$ cat src/ising_consts.svh
/*
 * Size constants for the spin-update stage:
 * spin count, block geometry, weight and energy widths,
 * and the APB address width.
 */
`ifndef ISING_CONSTS_SVH
`define ISING_CONSTS_SVH

`define NUM_SPIN      16
`define PARALLELISM   4
`define NUM_BLOCK     4

// signed widths
`define WEIGHT_BITS   4
`define ENERGY_BITS   16

`define APB_ADDR_BITS 8

`endif

$ cat src/ising_pkg.sv
/*
 * Datapath types of the annealer update stage:
 * spin vector, energy, field weight, block index,
 * block flip mask and one block's weight word.
 */
`default_nettype none

`include "ising_consts.svh"

package ising_pkg;

    // 1 is spin +1, 0 is spin -1
    typedef logic [`NUM_SPIN-1:0] spin_vec_t;

    typedef logic signed [`ENERGY_BITS-1:0] energy_t;
    typedef logic signed [`WEIGHT_BITS-1:0] weight_t;

    typedef logic [$clog2(`NUM_BLOCK)-1:0] block_addr_t;
    typedef logic [`PARALLELISM-1:0] block_mask_t;

    // weight of spin i of the block sits in element i
    typedef weight_t [`PARALLELISM-1:0] field_word_t;

endpackage

`default_nettype wire

$ cat src/apb_regs_pkg.sv
/*
 * APB register map of the update stage
 * and the layout of the control register.
 */
`default_nettype none

`include "ising_consts.svh"

package apb_regs_pkg;

    localparam logic [`APB_ADDR_BITS-1:0] REG_CTRL        = 8'h00;
    localparam logic [`APB_ADDR_BITS-1:0] REG_BOUND       = 8'h04;
    localparam logic [`APB_ADDR_BITS-1:0] REG_BASE_SPIN   = 8'h08;
    localparam logic [`APB_ADDR_BITS-1:0] REG_BASE_ENERGY = 8'h0C;
    localparam logic [`APB_ADDR_BITS-1:0] REG_STATUS      = 8'h10;
    // four words, one per block
    localparam logic [`APB_ADDR_BITS-1:0] REG_FIELD       = 8'h40;

    typedef struct packed {
        logic flush;
        logic enable;
    } ctrl_reg_t;

endpackage

`default_nettype wire

$ cat src/ising_ifs.sv
/*
 * Internal valid/ready links:
 *   block_req_if  block read requests, filter to execute
 *   delta_if      energy change per proposal, execute to result
 */
`timescale 1ns/1ps
`default_nettype none

interface block_req_if import ising_pkg::*; ();
    logic        valid;
    logic        ready;
    logic        last;
    block_addr_t addr;
    block_mask_t mask;
    // new spin values of the addressed block
    block_mask_t spin;

    modport src (output valid, last, addr, mask, spin, input ready);
    modport dst (input valid, last, addr, mask, spin, output ready);
endinterface

interface delta_if import ising_pkg::*; ();
    logic      valid;
    logic      ready;
    energy_t   delta;
    // flipped positions of the proposal within the bound
    spin_vec_t flips;

    modport src (output valid, delta, flips, input ready);
    modport dst (input valid, delta, flips, output ready);
endinterface

`default_nettype wire

$ cat src/apb_ctrl.sv
/*
 * APB slave of the update stage: control, scan bound,
 * baseline staging registers, accepted counter and
 * the field weight table with its read port.
 */
`timescale 1ns/1ps
`default_nettype none

`include "ising_consts.svh"

module apb_ctrl import ising_pkg::*, apb_regs_pkg::*; (
    input  wire logic                      clk_i,
    input  wire logic                      arst_n_i,
    input  wire logic                      psel_i,
    input  wire logic                      penable_i,
    input  wire logic                      pwrite_i,
    input  wire logic [`APB_ADDR_BITS-1:0] paddr_i,
    input  wire logic [31:0]               pwdata_i,
    output logic      [31:0]               prdata_o,
    output logic                           pready_o,
    output logic                           pslverr_o,
    input  wire logic                      busy_i,
    input  wire logic                      accept_pulse_i,
    output logic                           enable_o,
    output logic                           flush_o,
    output block_addr_t                    bound_o,
    input  wire block_addr_t               field_addr_i,
    output field_word_t                    field_word_o,
    output logic                           base_load_o,
    output spin_vec_t                      base_spin_o,
    output energy_t                        base_energy_o
);
    logic        access;
    logic        wr;
    logic        hit;
    logic        field_sel;
    block_addr_t field_idx;
    ctrl_reg_t   ctrl_q;
    block_addr_t bound_q;
    spin_vec_t   base_spin_q;
    energy_t     base_energy_q;
    logic        base_load_q;
    logic [7:0]  accept_cnt_q;
    field_word_t field_q [`NUM_BLOCK];

    assign access    = psel_i & penable_i;
    assign wr        = access & pwrite_i;
    assign field_sel = (paddr_i[7:4] == REG_FIELD[7:4]) && (paddr_i[1:0] == 2'b00);
    assign field_idx = block_addr_t'(paddr_i[3:2]);

    always_comb begin
        hit      = 1'b1;
        prdata_o = '0;
        case (paddr_i)
            REG_CTRL:        prdata_o = 32'(ctrl_q);
            REG_BOUND:       prdata_o = 32'(bound_q);
            REG_BASE_SPIN:   prdata_o = 32'(base_spin_q);
            REG_BASE_ENERGY: prdata_o = 32'(unsigned'(base_energy_q));
            REG_STATUS:      prdata_o = {16'b0, accept_cnt_q, 7'b0, busy_i};
            default: begin
                hit = field_sel;
                if (field_sel) begin
                    prdata_o = 32'(field_q[field_idx]);
                end
            end
        endcase
    end

    // zero wait states
    assign pready_o  = access;
    assign pslverr_o = access & ~hit;

    always_ff @(posedge clk_i or negedge arst_n_i) begin
        if (!arst_n_i) begin
            ctrl_q        <= '0;
            bound_q       <= '1;
            base_spin_q   <= '0;
            base_energy_q <= '0;
            base_load_q   <= 1'b0;
            accept_cnt_q  <= '0;
            for (int b = 0; b < `NUM_BLOCK; b++) begin
                field_q[b] <= '0;
            end
        end else begin
            // flush lasts one cycle
            ctrl_q.flush <= 1'b0;
            base_load_q  <= 1'b0;
            if (accept_pulse_i) begin
                accept_cnt_q <= accept_cnt_q + 8'd1;
            end
            if (wr) begin
                case (paddr_i)
                    REG_CTRL:        ctrl_q        <= ctrl_reg_t'(pwdata_i[1:0]);
                    REG_BOUND:       bound_q       <= block_addr_t'(pwdata_i[1:0]);
                    REG_BASE_SPIN:   base_spin_q   <= spin_vec_t'(pwdata_i[15:0]);
                    REG_BASE_ENERGY: begin
                        base_energy_q <= energy_t'(pwdata_i[15:0]);
                        base_load_q   <= 1'b1;
                    end
                    default: begin
                        if (field_sel) begin
                            field_q[field_idx] <= field_word_t'(pwdata_i[15:0]);
                        end
                    end
                endcase
            end
        end
    end

    assign enable_o      = ctrl_q.enable;
    assign flush_o       = ctrl_q.flush;
    assign bound_o       = bound_q;
    assign field_word_o  = field_q[field_addr_i];
    assign base_load_o   = base_load_q;
    assign base_spin_o   = base_spin_q;
    assign base_energy_o = base_energy_q;

endmodule

`default_nettype wire

$ cat src/flip_filter.sv
/*
 * Flip filter: compares a proposal with the baseline spins
 * and issues one read request per flipped block up to the
 * bound, lowest block first. Holds off new proposals until
 * the previous result has retired.
 */
`timescale 1ns/1ps
`default_nettype none

`include "ising_consts.svh"

module flip_filter import ising_pkg::*; (
    input  wire logic        clk_i,
    input  wire logic        arst_n_i,
    input  wire logic        enable_i,
    input  wire logic        flush_i,
    input  wire block_addr_t bound_i,
    input  wire spin_vec_t   baseline_spin_i,
    input  wire logic        spin_valid_i,
    output logic             spin_ready_o,
    input  wire spin_vec_t   spin_i,
    input  wire logic        retire_i,
    block_req_if.src         req
);
    localparam int P = `PARALLELISM;

    logic                  busy_q;
    logic                  active_q;
    logic [`NUM_BLOCK-1:0] pend_q;
    logic [`NUM_BLOCK-1:0] pend_rest;
    logic [`NUM_BLOCK-1:0] hit;
    spin_vec_t             diff;
    spin_vec_t             diff_q;
    spin_vec_t             spin_q;
    block_addr_t           pick;
    logic                  spin_take;
    logic                  req_take;

    assign spin_ready_o = enable_i & ~busy_q;
    assign spin_take    = spin_valid_i & spin_ready_o;
    assign req_take     = req.valid & req.ready;
    assign diff         = spin_i ^ baseline_spin_i;

    // flipped blocks at or below the bound
    always_comb begin
        for (int b = 0; b < `NUM_BLOCK; b++) begin
            hit[b] = (|diff[b*P +: P]) && (b <= int'(bound_i));
        end
    end

    // lowest pending block wins
    always_comb begin
        pick = '0;
        for (int b = `NUM_BLOCK - 1; b >= 0; b--) begin
            if (pend_q[b]) begin
                pick = block_addr_t'(b);
            end
        end
        pend_rest       = pend_q;
        pend_rest[pick] = 1'b0;
    end

    // an empty pending set still gives one zero-mask request for block 0
    assign req.valid = active_q;
    assign req.addr  = pick;
    assign req.mask  = pend_q[pick] ? diff_q[pick*P +: P] : '0;
    assign req.spin  = spin_q[pick*P +: P];
    assign req.last  = (pend_rest == '0);

    always_ff @(posedge clk_i or negedge arst_n_i) begin
        if (!arst_n_i) begin
            busy_q   <= 1'b0;
            active_q <= 1'b0;
            pend_q   <= '0;
        end else if (flush_i) begin
            busy_q   <= 1'b0;
            active_q <= 1'b0;
            pend_q   <= '0;
        end else begin
            if (spin_take) begin
                busy_q   <= 1'b1;
                active_q <= 1'b1;
                pend_q   <= hit;
            end else if (req_take) begin
                pend_q <= pend_rest;
                if (req.last) begin
                    active_q <= 1'b0;
                end
            end
            if (retire_i) begin
                busy_q <= 1'b0;
            end
        end
    end

    always_ff @(posedge clk_i) begin
        if (spin_take) begin
            diff_q <= diff;
            spin_q <= spin_i;
        end
    end

endmodule

`default_nettype wire

$ cat src/delta_energy.sv
/*
 * Execute stage: reads the field weights of each requested
 * block and accumulates the energy change of its flipped
 * spins, then hands one delta per proposal downstream.
 */
`timescale 1ns/1ps
`default_nettype none

`include "ising_consts.svh"

module delta_energy import ising_pkg::*; (
    input  wire logic        clk_i,
    input  wire logic        arst_n_i,
    input  wire logic        flush_i,
    block_req_if.dst         req,
    output block_addr_t      field_addr_o,
    input  wire field_word_t field_word_i,
    delta_if.src             dout
);
    localparam int P = `PARALLELISM;

    logic        beat_q;
    logic        last_q;
    block_addr_t addr_q;
    field_word_t w_q;
    block_mask_t m_q;
    block_mask_t s_q;
    energy_t     contrib;
    energy_t     acc_q;
    spin_vec_t   flips_q;
    logic        out_q;
    logic        req_take;
    logic        out_take;

    assign field_addr_o = req.addr;
    assign req.ready    = ~out_q;
    assign req_take     = req.valid & req.ready;
    assign out_take     = dout.valid & dout.ready;

    // +2h for a spin now at +1, -2h for one now at -1
    always_comb begin
        contrib = '0;
        for (int i = 0; i < P; i++) begin
            if (m_q[i]) begin
                if (s_q[i]) begin
                    contrib = contrib + (energy_t'(w_q[i]) <<< 1);
                end else begin
                    contrib = contrib - (energy_t'(w_q[i]) <<< 1);
                end
            end
        end
    end

    always_ff @(posedge clk_i or negedge arst_n_i) begin
        if (!arst_n_i) begin
            beat_q  <= 1'b0;
            out_q   <= 1'b0;
            acc_q   <= '0;
            flips_q <= '0;
        end else if (flush_i) begin
            beat_q  <= 1'b0;
            out_q   <= 1'b0;
            acc_q   <= '0;
            flips_q <= '0;
        end else begin
            beat_q <= req_take;
            if (out_take) begin
                out_q   <= 1'b0;
                acc_q   <= '0;
                flips_q <= '0;
            end
            if (beat_q) begin
                acc_q                    <= acc_q + contrib;
                flips_q[addr_q*P +: P]   <= m_q;
                out_q                    <= last_q;
            end
        end
    end

    always_ff @(posedge clk_i) begin
        if (req_take) begin
            last_q <= req.last;
            addr_q <= req.addr;
            w_q    <= field_word_i;
            m_q    <= req.mask;
            s_q    <= req.spin;
        end
    end

    assign dout.valid = out_q;
    assign dout.delta = acc_q;
    assign dout.flips = flips_q;

endmodule

`default_nettype wire

$ cat src/baseline_update.sv
/*
 * Result stage: new energy, greedy accept decision,
 * result hand-off and the baseline spin/energy registers.
 */
`timescale 1ns/1ps
`default_nettype none

module baseline_update import ising_pkg::*; (
    input  wire logic      clk_i,
    input  wire logic      arst_n_i,
    input  wire logic      base_load_i,
    input  wire spin_vec_t base_spin_i,
    input  wire energy_t   base_energy_i,
    delta_if.dst           din,
    output logic           result_valid_o,
    input  wire logic      result_ready_i,
    output logic           result_accept_o,
    output energy_t        result_energy_o,
    output spin_vec_t      baseline_spin_o,
    output energy_t        baseline_energy_o,
    output logic           retire_o,
    output logic           accept_pulse_o,
    output logic           busy_o
);
    logic      res_q;
    logic      accept_q;
    energy_t   energy_q;
    spin_vec_t spin_q;
    spin_vec_t base_spin_q;
    energy_t   base_energy_q;
    energy_t   new_energy;
    logic      take;

    assign din.ready  = ~res_q;
    assign take       = din.valid & din.ready;
    assign new_energy = base_energy_q + din.delta;

    always_ff @(posedge clk_i or negedge arst_n_i) begin
        if (!arst_n_i) begin
            res_q         <= 1'b0;
            base_spin_q   <= '0;
            base_energy_q <= '0;
        end else begin
            if (take) begin
                res_q <= 1'b1;
            end
            if (retire_o) begin
                res_q <= 1'b0;
                if (accept_q) begin
                    base_spin_q   <= spin_q;
                    base_energy_q <= energy_q;
                end
            end
            // a software load overrides the result update
            if (base_load_i) begin
                base_spin_q   <= base_spin_i;
                base_energy_q <= base_energy_i;
            end
        end
    end

    always_ff @(posedge clk_i) begin
        if (take) begin
            energy_q <= new_energy;
            accept_q <= (new_energy <= base_energy_q);
            spin_q   <= base_spin_q ^ din.flips;
        end
    end

    assign result_valid_o    = res_q;
    assign result_accept_o   = accept_q;
    assign result_energy_o   = energy_q;
    assign baseline_spin_o   = base_spin_q;
    assign baseline_energy_o = base_energy_q;
    assign retire_o          = res_q & result_ready_i;
    assign accept_pulse_o    = retire_o & accept_q;
    assign busy_o            = res_q;

endmodule

`default_nettype wire

$ cat src/ising_update_top.sv
/*
 * Top of the spin-update stage: APB slave, flip filter,
 * energy execute stage and baseline result stage.
 */
`timescale 1ns/1ps
`default_nettype none

`include "ising_consts.svh"

module ising_update_top import ising_pkg::*; (
    input  wire logic                      clk_i,
    input  wire logic                      arst_n_i,
    input  wire logic                      psel_i,
    input  wire logic                      penable_i,
    input  wire logic                      pwrite_i,
    input  wire logic [`APB_ADDR_BITS-1:0] paddr_i,
    input  wire logic [31:0]               pwdata_i,
    output logic      [31:0]               prdata_o,
    output logic                           pready_o,
    output logic                           pslverr_o,
    input  wire logic                      spin_valid_i,
    output logic                           spin_ready_o,
    input  wire spin_vec_t                 spin_i,
    output logic                           result_valid_o,
    input  wire logic                      result_ready_i,
    output logic                           result_accept_o,
    output energy_t                        result_energy_o,
    output spin_vec_t                      baseline_spin_o,
    output energy_t                        baseline_energy_o
);
    logic        enable;
    logic        flush;
    block_addr_t bound;
    block_addr_t field_addr;
    field_word_t field_word;
    logic        base_load;
    spin_vec_t   base_spin;
    energy_t     base_energy;
    logic        busy;
    logic        accept_pulse;
    logic        retire;

    block_req_if u_req_if ();
    delta_if     u_delta_if ();

    apb_ctrl u_apb_ctrl (
        .clk_i          (clk_i),
        .arst_n_i       (arst_n_i),
        .psel_i         (psel_i),
        .penable_i      (penable_i),
        .pwrite_i       (pwrite_i),
        .paddr_i        (paddr_i),
        .pwdata_i       (pwdata_i),
        .prdata_o       (prdata_o),
        .pready_o       (pready_o),
        .pslverr_o      (pslverr_o),
        .busy_i         (busy),
        .accept_pulse_i (accept_pulse),
        .enable_o       (enable),
        .flush_o        (flush),
        .bound_o        (bound),
        .field_addr_i   (field_addr),
        .field_word_o   (field_word),
        .base_load_o    (base_load),
        .base_spin_o    (base_spin),
        .base_energy_o  (base_energy)
    );

    flip_filter u_flip_filter (
        .clk_i           (clk_i),
        .arst_n_i        (arst_n_i),
        .enable_i        (enable),
        .flush_i         (flush),
        .bound_i         (bound),
        .baseline_spin_i (baseline_spin_o),
        .spin_valid_i    (spin_valid_i),
        .spin_ready_o    (spin_ready_o),
        .spin_i          (spin_i),
        .retire_i        (retire),
        .req             (u_req_if.src)
    );

    delta_energy u_delta_energy (
        .clk_i        (clk_i),
        .arst_n_i     (arst_n_i),
        .flush_i      (flush),
        .req          (u_req_if.dst),
        .field_addr_o (field_addr),
        .field_word_i (field_word),
        .dout         (u_delta_if.src)
    );

    baseline_update u_baseline_update (
        .clk_i             (clk_i),
        .arst_n_i          (arst_n_i),
        .base_load_i       (base_load),
        .base_spin_i       (base_spin),
        .base_energy_i     (base_energy),
        .din               (u_delta_if.dst),
        .result_valid_o    (result_valid_o),
        .result_ready_i    (result_ready_i),
        .result_accept_o   (result_accept_o),
        .result_energy_o   (result_energy_o),
        .baseline_spin_o   (baseline_spin_o),
        .baseline_energy_o (baseline_energy_o),
        .retire_o          (retire),
        .accept_pulse_o    (accept_pulse),
        .busy_o            (busy)
    );

endmodule

`default_nettype wire

$ cat config.mk
export PLATFORM = sky130hd
export DESIGN_NAME = ising_update_top
export DESIGN_NICKNAME = d
export VERILOG_FILES = /design/src/ising_pkg.sv /design/src/apb_regs_pkg.sv /design/src/ising_ifs.sv /design/src/apb_ctrl.sv /design/src/flip_filter.sv /design/src/delta_energy.sv /design/src/baseline_update.sv /design/src/ising_update_top.sv
export VERILOG_INCLUDE_DIRS = /design/src
export SDC_FILE = /design/constraint.sdc
export NUM_CORES = 1
export LEC_CHECK = 0
export BUFFER_PORTS_ARGS = -buffer_cell sky130_fd_sc_hd__buf_2
export CAP_MARGIN = 20
export CORE_MARGIN = 2
export CORE_UTILIZATION = 57
export CTS_CLUSTER_DIAMETER = 50
export DETAILED_ROUTE_END_ITERATION = 10
export PLACE_DENSITY = 0.77
export SLEW_MARGIN = 25
export SYNTH_ARGS = -nofsm -noshare
export SYNTH_HDL_FRONTEND = slang
export SYNTH_HIERARCHICAL = 1
export SYNTH_SLANG_ARGS = --single-unit
$ cat constraint.sdc
create_clock -name clk_i -period 15.3 [get_ports clk_i]
set_input_delay 0.765 -clock clk_i [delete_from_list [all_inputs] [get_ports clk_i]]
set_output_delay 0.765 -clock clk_i [all_outputs]
set_load 0.01 [all_outputs]
# After elaboration in Yosys (flattened, before gate mapping)
# Index checks and enable logic that the tools add are counted.
op_classes:
  magnitude_cmp: 9
  n_shift: 4
  add_sub_neg: 11
  n_eq_ne: 5
  reduce_logical: 29
  muxes: 62
  bitwise: 20
ops:
  columns: ["op", "n"]
  rows:
  - ["2-to-1 mux 16 bit", 26]
  - ["case mux 32 bit (5 select lines)", 1]
  - ["binary-select mux 16 bit (select 2 bit)", 2]
  - ["bitwise mux 64 bit", 1]
  - ["adder 16 x 5 -> 16 bit", 3]
  - ["subtractor 16 x 5 -> 16 bit", 3]
  - ["negator 4 -> 34 bit", 1]
  - ["variable shift 4 x 34 -> 16 bit (first input constant)", 1]
  - ["variable part select 4 x 34 -> 16 bit", 1]
  - ["adder 16 bit", 2]
  - ["demux 16 bit (select 2 bit)", 1]
  - ["2-to-1 mux 32 bit", 1]
  - ["variable part select 16 x 5 -> 4 bit", 2]
  - ["bitwise XOR 16 bit", 2]
  - ["OR reduction 4 bit", 5]
  - ["2-to-1 mux 1 bit", 18]
  - ["bitwise mux 16 bit", 1]
  - ["equality test 8 x 4 -> 1 bit (second input constant)", 2]
  - ["less-or-equal comparator 16 bit", 1]
  - ["2-to-1 mux 2 bit", 6]
  - ["2-to-1 mux 4 bit", 3]
  - ["AND reduction 2 bit", 6]
  - ["nonzero test 3 bit", 4]
  - ["AND 1 bit", 9]
  - ["24 further kinds", 38]
word_totals:
  elab_cells: 186
  ff_bits: 274
  input_bits: 63
  output_inout_bits: 85

# Longest topological paths before layout
depth:
  ltp_word: 15
  depth_mapped: 35
  depth_no_buf: 34

# Hierarchy
# The synthesis kept the hierarchy.
by_module_without_submodules:
  columns: ["module", "seq_area_each_um2", "instances", "cells_each", "area_per_inst_um2"]
  rows:
  - ["apb_ctrl", 2730.1, 1, 367, 5606.6]
  - ["delta_energy", 1636.6, 1, 628, 5545.3]
  - ["baseline_update", 1816.7, 1, 347, 3802.4]
  - ["flip_filter", 1111.1, 1, 137, 1771.7]

# Least setup slack after synthesis
# OpenSTA, ideal clock, no wires.
synth_timing:
  path_kind: "reg-to-reg"
  from: "reg u_delta_energy/w_q[5] (netlist bit)"
  to: "reg u_delta_energy.acc_q[15] (netlist: u_delta_energy/dout.delta[15])"
  arrival_time_ps: 6428
  t_required_ps: 15224
  stages_incl_launch_ff: 33
  setup_slack_ps: 8796
  setup_ps: 76
  n_path_buf: 0
  synth_period_minus_slack_ps: 6504
  cell_sequence: "edfxtp_1 or3_1 ha_1 a21oi_1 ha_1 inv_1 o21ai_0 o21ai_0 xnor2_1 a21oi_1 ha_1 o21a_1 o21ai_0 a21oi_1 or3_1 nand3_1 o21ai_0 ha_1 and3_1 o21ai_0 inv_1 nand3_1 nand3b_1 a21oi_1 xnor2_1 mux2_2 ha_1 nor2b_1 and3_1 a221oi_1 o21ai_0 xnor3_1 o21ai_1"
synth_between:
  elab_chain_len: 12
  word_cells_on_any_way: 15
  cone_classes: "7 x add/sub; 8 x mux"
synth_lines:
  columns: ["item", "line_no", "source"]
  rows:
  - ["start, declared", "delta_energy.sv:25", "field_word_t w_q;"]
  - ["start signal, assigned", "delta_energy.sv:84", "w_q <= field_word_i;"]
  - ["subtractor 16 x 5 -> 16 bit / adder 16 x 5 -> 16 bit (equally long branches)", "delta_energy.sv:48, delta_energy.sv:46", null]
  - ["2-to-1 mux 16 bit (*)", "delta_energy.sv:45", "if (s_q[i]) begin"]
  - ["2-to-1 mux 16 bit (*)", "delta_energy.sv:44", "if (m_q[i]) begin"]
  - ["subtractor 16 x 5 -> 16 bit / adder 16 x 5 -> 16 bit (equally long branches)", "delta_energy.sv:48, delta_energy.sv:46", null]
  - ["2-to-1 mux 16 bit", "delta_energy.sv:45", null]
  - ["2-to-1 mux 16 bit (*)", "delta_energy.sv:44", null]
  - ["subtractor 16 x 5 -> 16 bit / adder 16 x 5 -> 16 bit (equally long branches)", "delta_energy.sv:48, delta_energy.sv:46", null]
  - ["2-to-1 mux 16 bit", "delta_energy.sv:45", null]
  - ["2-to-1 mux 16 bit (*)", "delta_energy.sv:44", null]
  - ["adder 16 bit (*)", "delta_energy.sv:73", "acc_q <= acc_q + contrib;"]
  - ["2-to-1 mux 16 bit (*)", "delta_energy.sv:72", "if (beat_q) begin"]
  - ["2-to-1 mux 16 bit (*)", "delta_energy.sv:60", "end else if (flush_i) begin"]
  - ["end signal, assigned", "delta_energy.sv:73", null]
  - ["end, declared", "delta_energy.sv:29", "energy_t acc_q;"]
# Mark *: on every way between the ends. The rest lies on a longest branch, timed or not.
# A chain may end at the register's enable or synchronous reset.

# Worst setup path in the final report
layout_timing:
  from: "reg u_delta_energy/w_q[1] (netlist bit)"
  to: "reg u_delta_energy.acc_q[15] (netlist: u_delta_energy/dout.delta[15])"
layout_between:
  elab_chain_len: 15
  word_cells_on_any_way: 18
  cone_classes: "8 x add/sub; 10 x mux"
layout_lines:
  columns: ["item", "line_no", "source"]
  rows:
  - ["subtractor 1 x 5 -> 6 bit", "delta_energy.sv:48", "contrib = contrib - (energy_t'(w_q[i]) <<< 1);"]
  - ["2-to-1 mux 16 bit (*)", "delta_energy.sv:45", null]
  - ["2-to-1 mux 16 bit (*)", "delta_energy.sv:44", null]
  - ["subtractor 16 x 5 -> 16 bit / adder 16 x 5 -> 16 bit (equally long branches)", "delta_energy.sv:48, delta_energy.sv:46", null]
  - ["2-to-1 mux 16 bit", "delta_energy.sv:45", null]
  - ["2-to-1 mux 16 bit (*)", "delta_energy.sv:44", null]
  - ["subtractor 16 x 5 -> 16 bit / adder 16 x 5 -> 16 bit (equally long branches)", "delta_energy.sv:48, delta_energy.sv:46", null]
  - ["2-to-1 mux 16 bit", "delta_energy.sv:45", null]
  - ["2-to-1 mux 16 bit (*)", "delta_energy.sv:44", null]
  - ["subtractor 16 x 5 -> 16 bit / adder 16 x 5 -> 16 bit (equally long branches)", "delta_energy.sv:48, delta_energy.sv:46", null]
  - ["2-to-1 mux 16 bit", "delta_energy.sv:45", null]
  - ["2-to-1 mux 16 bit (*)", "delta_energy.sv:44", null]
  - ["adder 16 bit (*)", "delta_energy.sv:73", null]
  - ["2-to-1 mux 16 bit (*)", "delta_energy.sv:72", null]
  - ["2-to-1 mux 16 bit (*)", "delta_energy.sv:60", null]
# Marked as above.

==> flow_metrics.tcl <==
set metrics [dict create \
    slowest_delay_ns 0.40 \
    critical_path_buf_inv_count 2 \
    drt-total-wl_mm 42.6 \
    status "complete, no violations" \
    seq_power_share_pct 45.8 \
    p_total_mw 1.76 \
    cp.arrival_ns 7.87 \
    core_area_um2 28800 \
    critPathRequiredTime_ns 15.71 \
    yosys.area.top_type_share_pct 26.8 \
    clk_latency_ns 0.57 \
    ctsLongestPathBuffers 3 \
    hold_path_class "primary input to async pin" \
    io_pins 148 \
    crit_path_end_kind "flip-flop" \
    cpMostUsedCell "o21ai_0" \
    dieArea_um2 30700 \
    cts_sinks 273 \
    die_w_um 175 \
    clk_pin_slew_ns 0.06 \
    start_util_pct 58.1 \
    worstSetupPathType "flip-flop to flip-flop" \
    postCtsHoldBufs 0 \
    avgSynthCellArea_um2 11.3 \
    synthesis.instances 1479 \
    p_per_area_nw_per_um2 95.0 \
    cts_resized 0 \
    worstPathMaxFanout 4 \
    layout.nets 1747 \
    grt_usage_pct 27.8 \
    regToRegSetupSlack_ns 7.84 \
    drive_gt1_share_pct 23.7 \
    clockPowerShare_pct 38.5 \
    drt-wirelength-per-cell_um 21.4 \
    p_int_mw 1.28 \
    cts_tree "yes" \
    placementRows 62 \
    drt_drc_violations_left 0 \
    portBuffers 131 \
    slowest_stage "xnor3_1" \
    ys_seq_elements 273 \
    finalMaxSlewViolations 0 \
    synthTopCellsByCount "179 x dfrtp_1, 101 x mux2_2, 100 x ha_1, 95 x nand2_1, 92 x edfxtp_1" \
    synthArstFlopShare_pct 66.3 \
    placed_cell_area_um2 17600 \
    synth_top_cell_by_area "dfrtp_1" \
    worstSetupStartpointType "flip-flop" \
    p_leak_nw 8.56 \
    grt_pass1_wl_mm 66.8 \
    period_minus_slack_ns 7.46 \
    cts_root_buf "clkbuf_16" \
    yosysSeqAreaShare_pct 43.6 \
    yosysMostFrequentCell "dfrtp_1" \
    synth.distinct_cells 93 \
    yosysWarnings 6 \
    post_cts_buffers 0 \
    yosys-top-cells-area "dfrtp_1 27%, edfxtp_1 17%, ha_1 7.5%, mux2_2 6.8%, mux4_2 4.6%" \
    path_delay_family "compound AO/OA/AOI/OAI gates" \
    timing.setup.tns_ns 0 \
    switching_share_pct 27.0 \
    grt_start_max_net_pins 107 \
    first_pass_iters 5 \
    gp_congestion 0.900 \
    vias 12400 \
    worstMarginPinSlew_ns 1.16 \
    numCtsBuffers 29 \
    initialDrtViolationCount 1276 \
    n_antenna_cell 0 \
    synth-main-ff-cell "dfrtp_1" \
    viasPerCell 6.25 \
    rsz0062_at_grt "no" \
    ant_nets 0 \
    dp_hpwl_mm 30.3 \
    area_growth_pct 10.6 \
    combPwrFrac_pct 15.8 \
    setup_viol 0 \
    syn_area_um2 16700 \
    p_sw_mw 0.475 \
    finalHoldViolations 0 \
    grt_pass1_vias 12100 \
    fmax_mhz 134 \
    timing.max_cap.violations 0 \
    post-route-period-util_pct 48.8 \
    finClkSkew_ns 0.0293 \
    synth-edff-count 92 \
    slew-limit-headroom_pct 21.0 \
    htree_num_levels 1 \
    synthesis.nets 1647 \
    die_h_um 175 \
    stdcell_area_um2 18500 \
    fill_cells 2222 \
    antenna_found_initial 0 \
    overflow 0 \
    ir_drop_uv 83.0 \
]
==> cells in the final DEF (no fill, tap or decap), drive strengths merged, types with 10 or more instances in the layout <==
master / count
ha: 100
nor3: 12
clkinv: 12
nand2: 95
mux4: 34
a31oi: 10
edfxtp: 92
or3: 12
nor2b: 24
xnor2: 38
a21oi: 72
xor2: 58
a22oi: 16
dfrtp: 179
nor4: 12
buf: 144
inv: 85
nor2: 89
a21o: 23
o21ai: 91
mux2i: 43
nand3: 17
mux2: 122
clkbuf: 40
==> per-stage QoR <==
stage | hold WS [ns] | utilization [%] | std cells | setup slack [ns]
after floorplan | 0.443 | - | 1479 | 8.80
after global placement | 0.454 | 61.0 | 1931 | 8.15
after detailed placement | 0.469 | 61.0 | 1932 | 7.99
after CTS | 0.366 | 64.2 | 1986 | 7.94
after global routing | 0.367 | 64.3 | 1986 | 7.26
final | 0.303 | 64.3 | 1986 | 7.84
==> layout make-up <==
class | instances | area, µm² | area share [%]
Clock buffer | 39 | 795 | 4.30
Timing Repair Buffer | 145 | 786 | 4.25
Clock inverter | 15 | 123 | 0.663
Multi-Input combinational cell | 1046 | 8700 | 47.0
Sequential cell | 273 | 7300 | 39.4
Inverter | 84 | 315 | 1.70
Tap cell | 384 | 480 | 2.60
==> registers in the layout, indices dropped and copies added, names as in the netlist, 2 cells and up <==
name and cells:
u_delta_energy/m_q 4, u_flip_filter/pend_q 4, u_delta_energy/dout.flips 16, u_baseline_update/baseline_spin_o 16, u_baseline_update/spin_q 16, u_flip_filter/spin_q 16, u_apb_ctrl/accept_cnt_q 8, u_apb_ctrl/base_energy_o 16
u_delta_energy/dout.delta 15, u_apb_ctrl/bound_o 2, u_delta_energy/addr_q 2, u_apb_ctrl/base_spin_o 16, u_flip_filter/diff_q 16, u_apb_ctrl/field_q 64, u_delta_energy/s_q 4, u_delta_energy/w_q 16
u_baseline_update/result_energy_o 16, u_baseline_update/baseline_energy_o 16
==> metal layers <==
metal  share of wire (%)  global-route usage, %
met1                  42                   38.9
met2                  48                   45.2
met4                 3.0                   9.24
met3                 7.0                   3.42
met5                   0                      0
==> worst paths after layout <==
path,startpoint,to,cells after the start
worst max-delay path,u_delta_energy/w_q[1]$_DFFE_PP_,u_delta_energy/dout.delta[15]$_DFFE_PN0P_,33
worst min-delay path,arst_n_i,u_apb_ctrl/field_q[20]$_DFFE_PN0P_,1
worst max register to register,u_delta_energy/w_q[1]$_DFFE_PP_,u_delta_energy/dout.delta[15]$_DFFE_PN0P_,33
worst min register to register,u_delta_energy/last_q$_DFFE_PP_,u_delta_energy/dout.valid$_DFFE_PN0P_,1
max in group asynchronous,arst_n_i,u_apb_ctrl/base_load_o$_DFF_PN0_,2
min in group clk_i,result_ready_i,u_baseline_update/busy_o$_DFFE_PN0P_,2
==> power groups by stage <==
stage / combinational [mW] / clock [mW] / sequential (mW)
4_1_cts: 0.273 / 0.684 / 0.804
2_1_floorplan: 0.196 / 0 / 0.809
5_1_grt: 0.303 / 0.713 / 0.806
3_5_place_dp: 0.270 / 0 / 0.817
3_3_place_gp: 0.261 / 0 / 0.817
6_report: 0.277 / 0.676 / 0.804
==> cells by family (layout without fill, tap and decap cells) <==
logic type | count (synthesis) | count (layout) | synth area share, %
multiplexers | 199 | 199 | 15.8
buffers and inverters | 160 | 283 | 4.59
AO/OA/AOI/OAI | 325 | 325 | 13.1
XOR/XNOR | 98 | 98 | 5.30
other | 1 | 1 | 0.0224
adder cells (fa/ha/maj) | 105 | 105 | 8.08
AND/OR/NAND/NOR | 318 | 318 | 9.49
flip-flops | 273 | 273 | 43.6
Power figures use the tool's default switching activity.
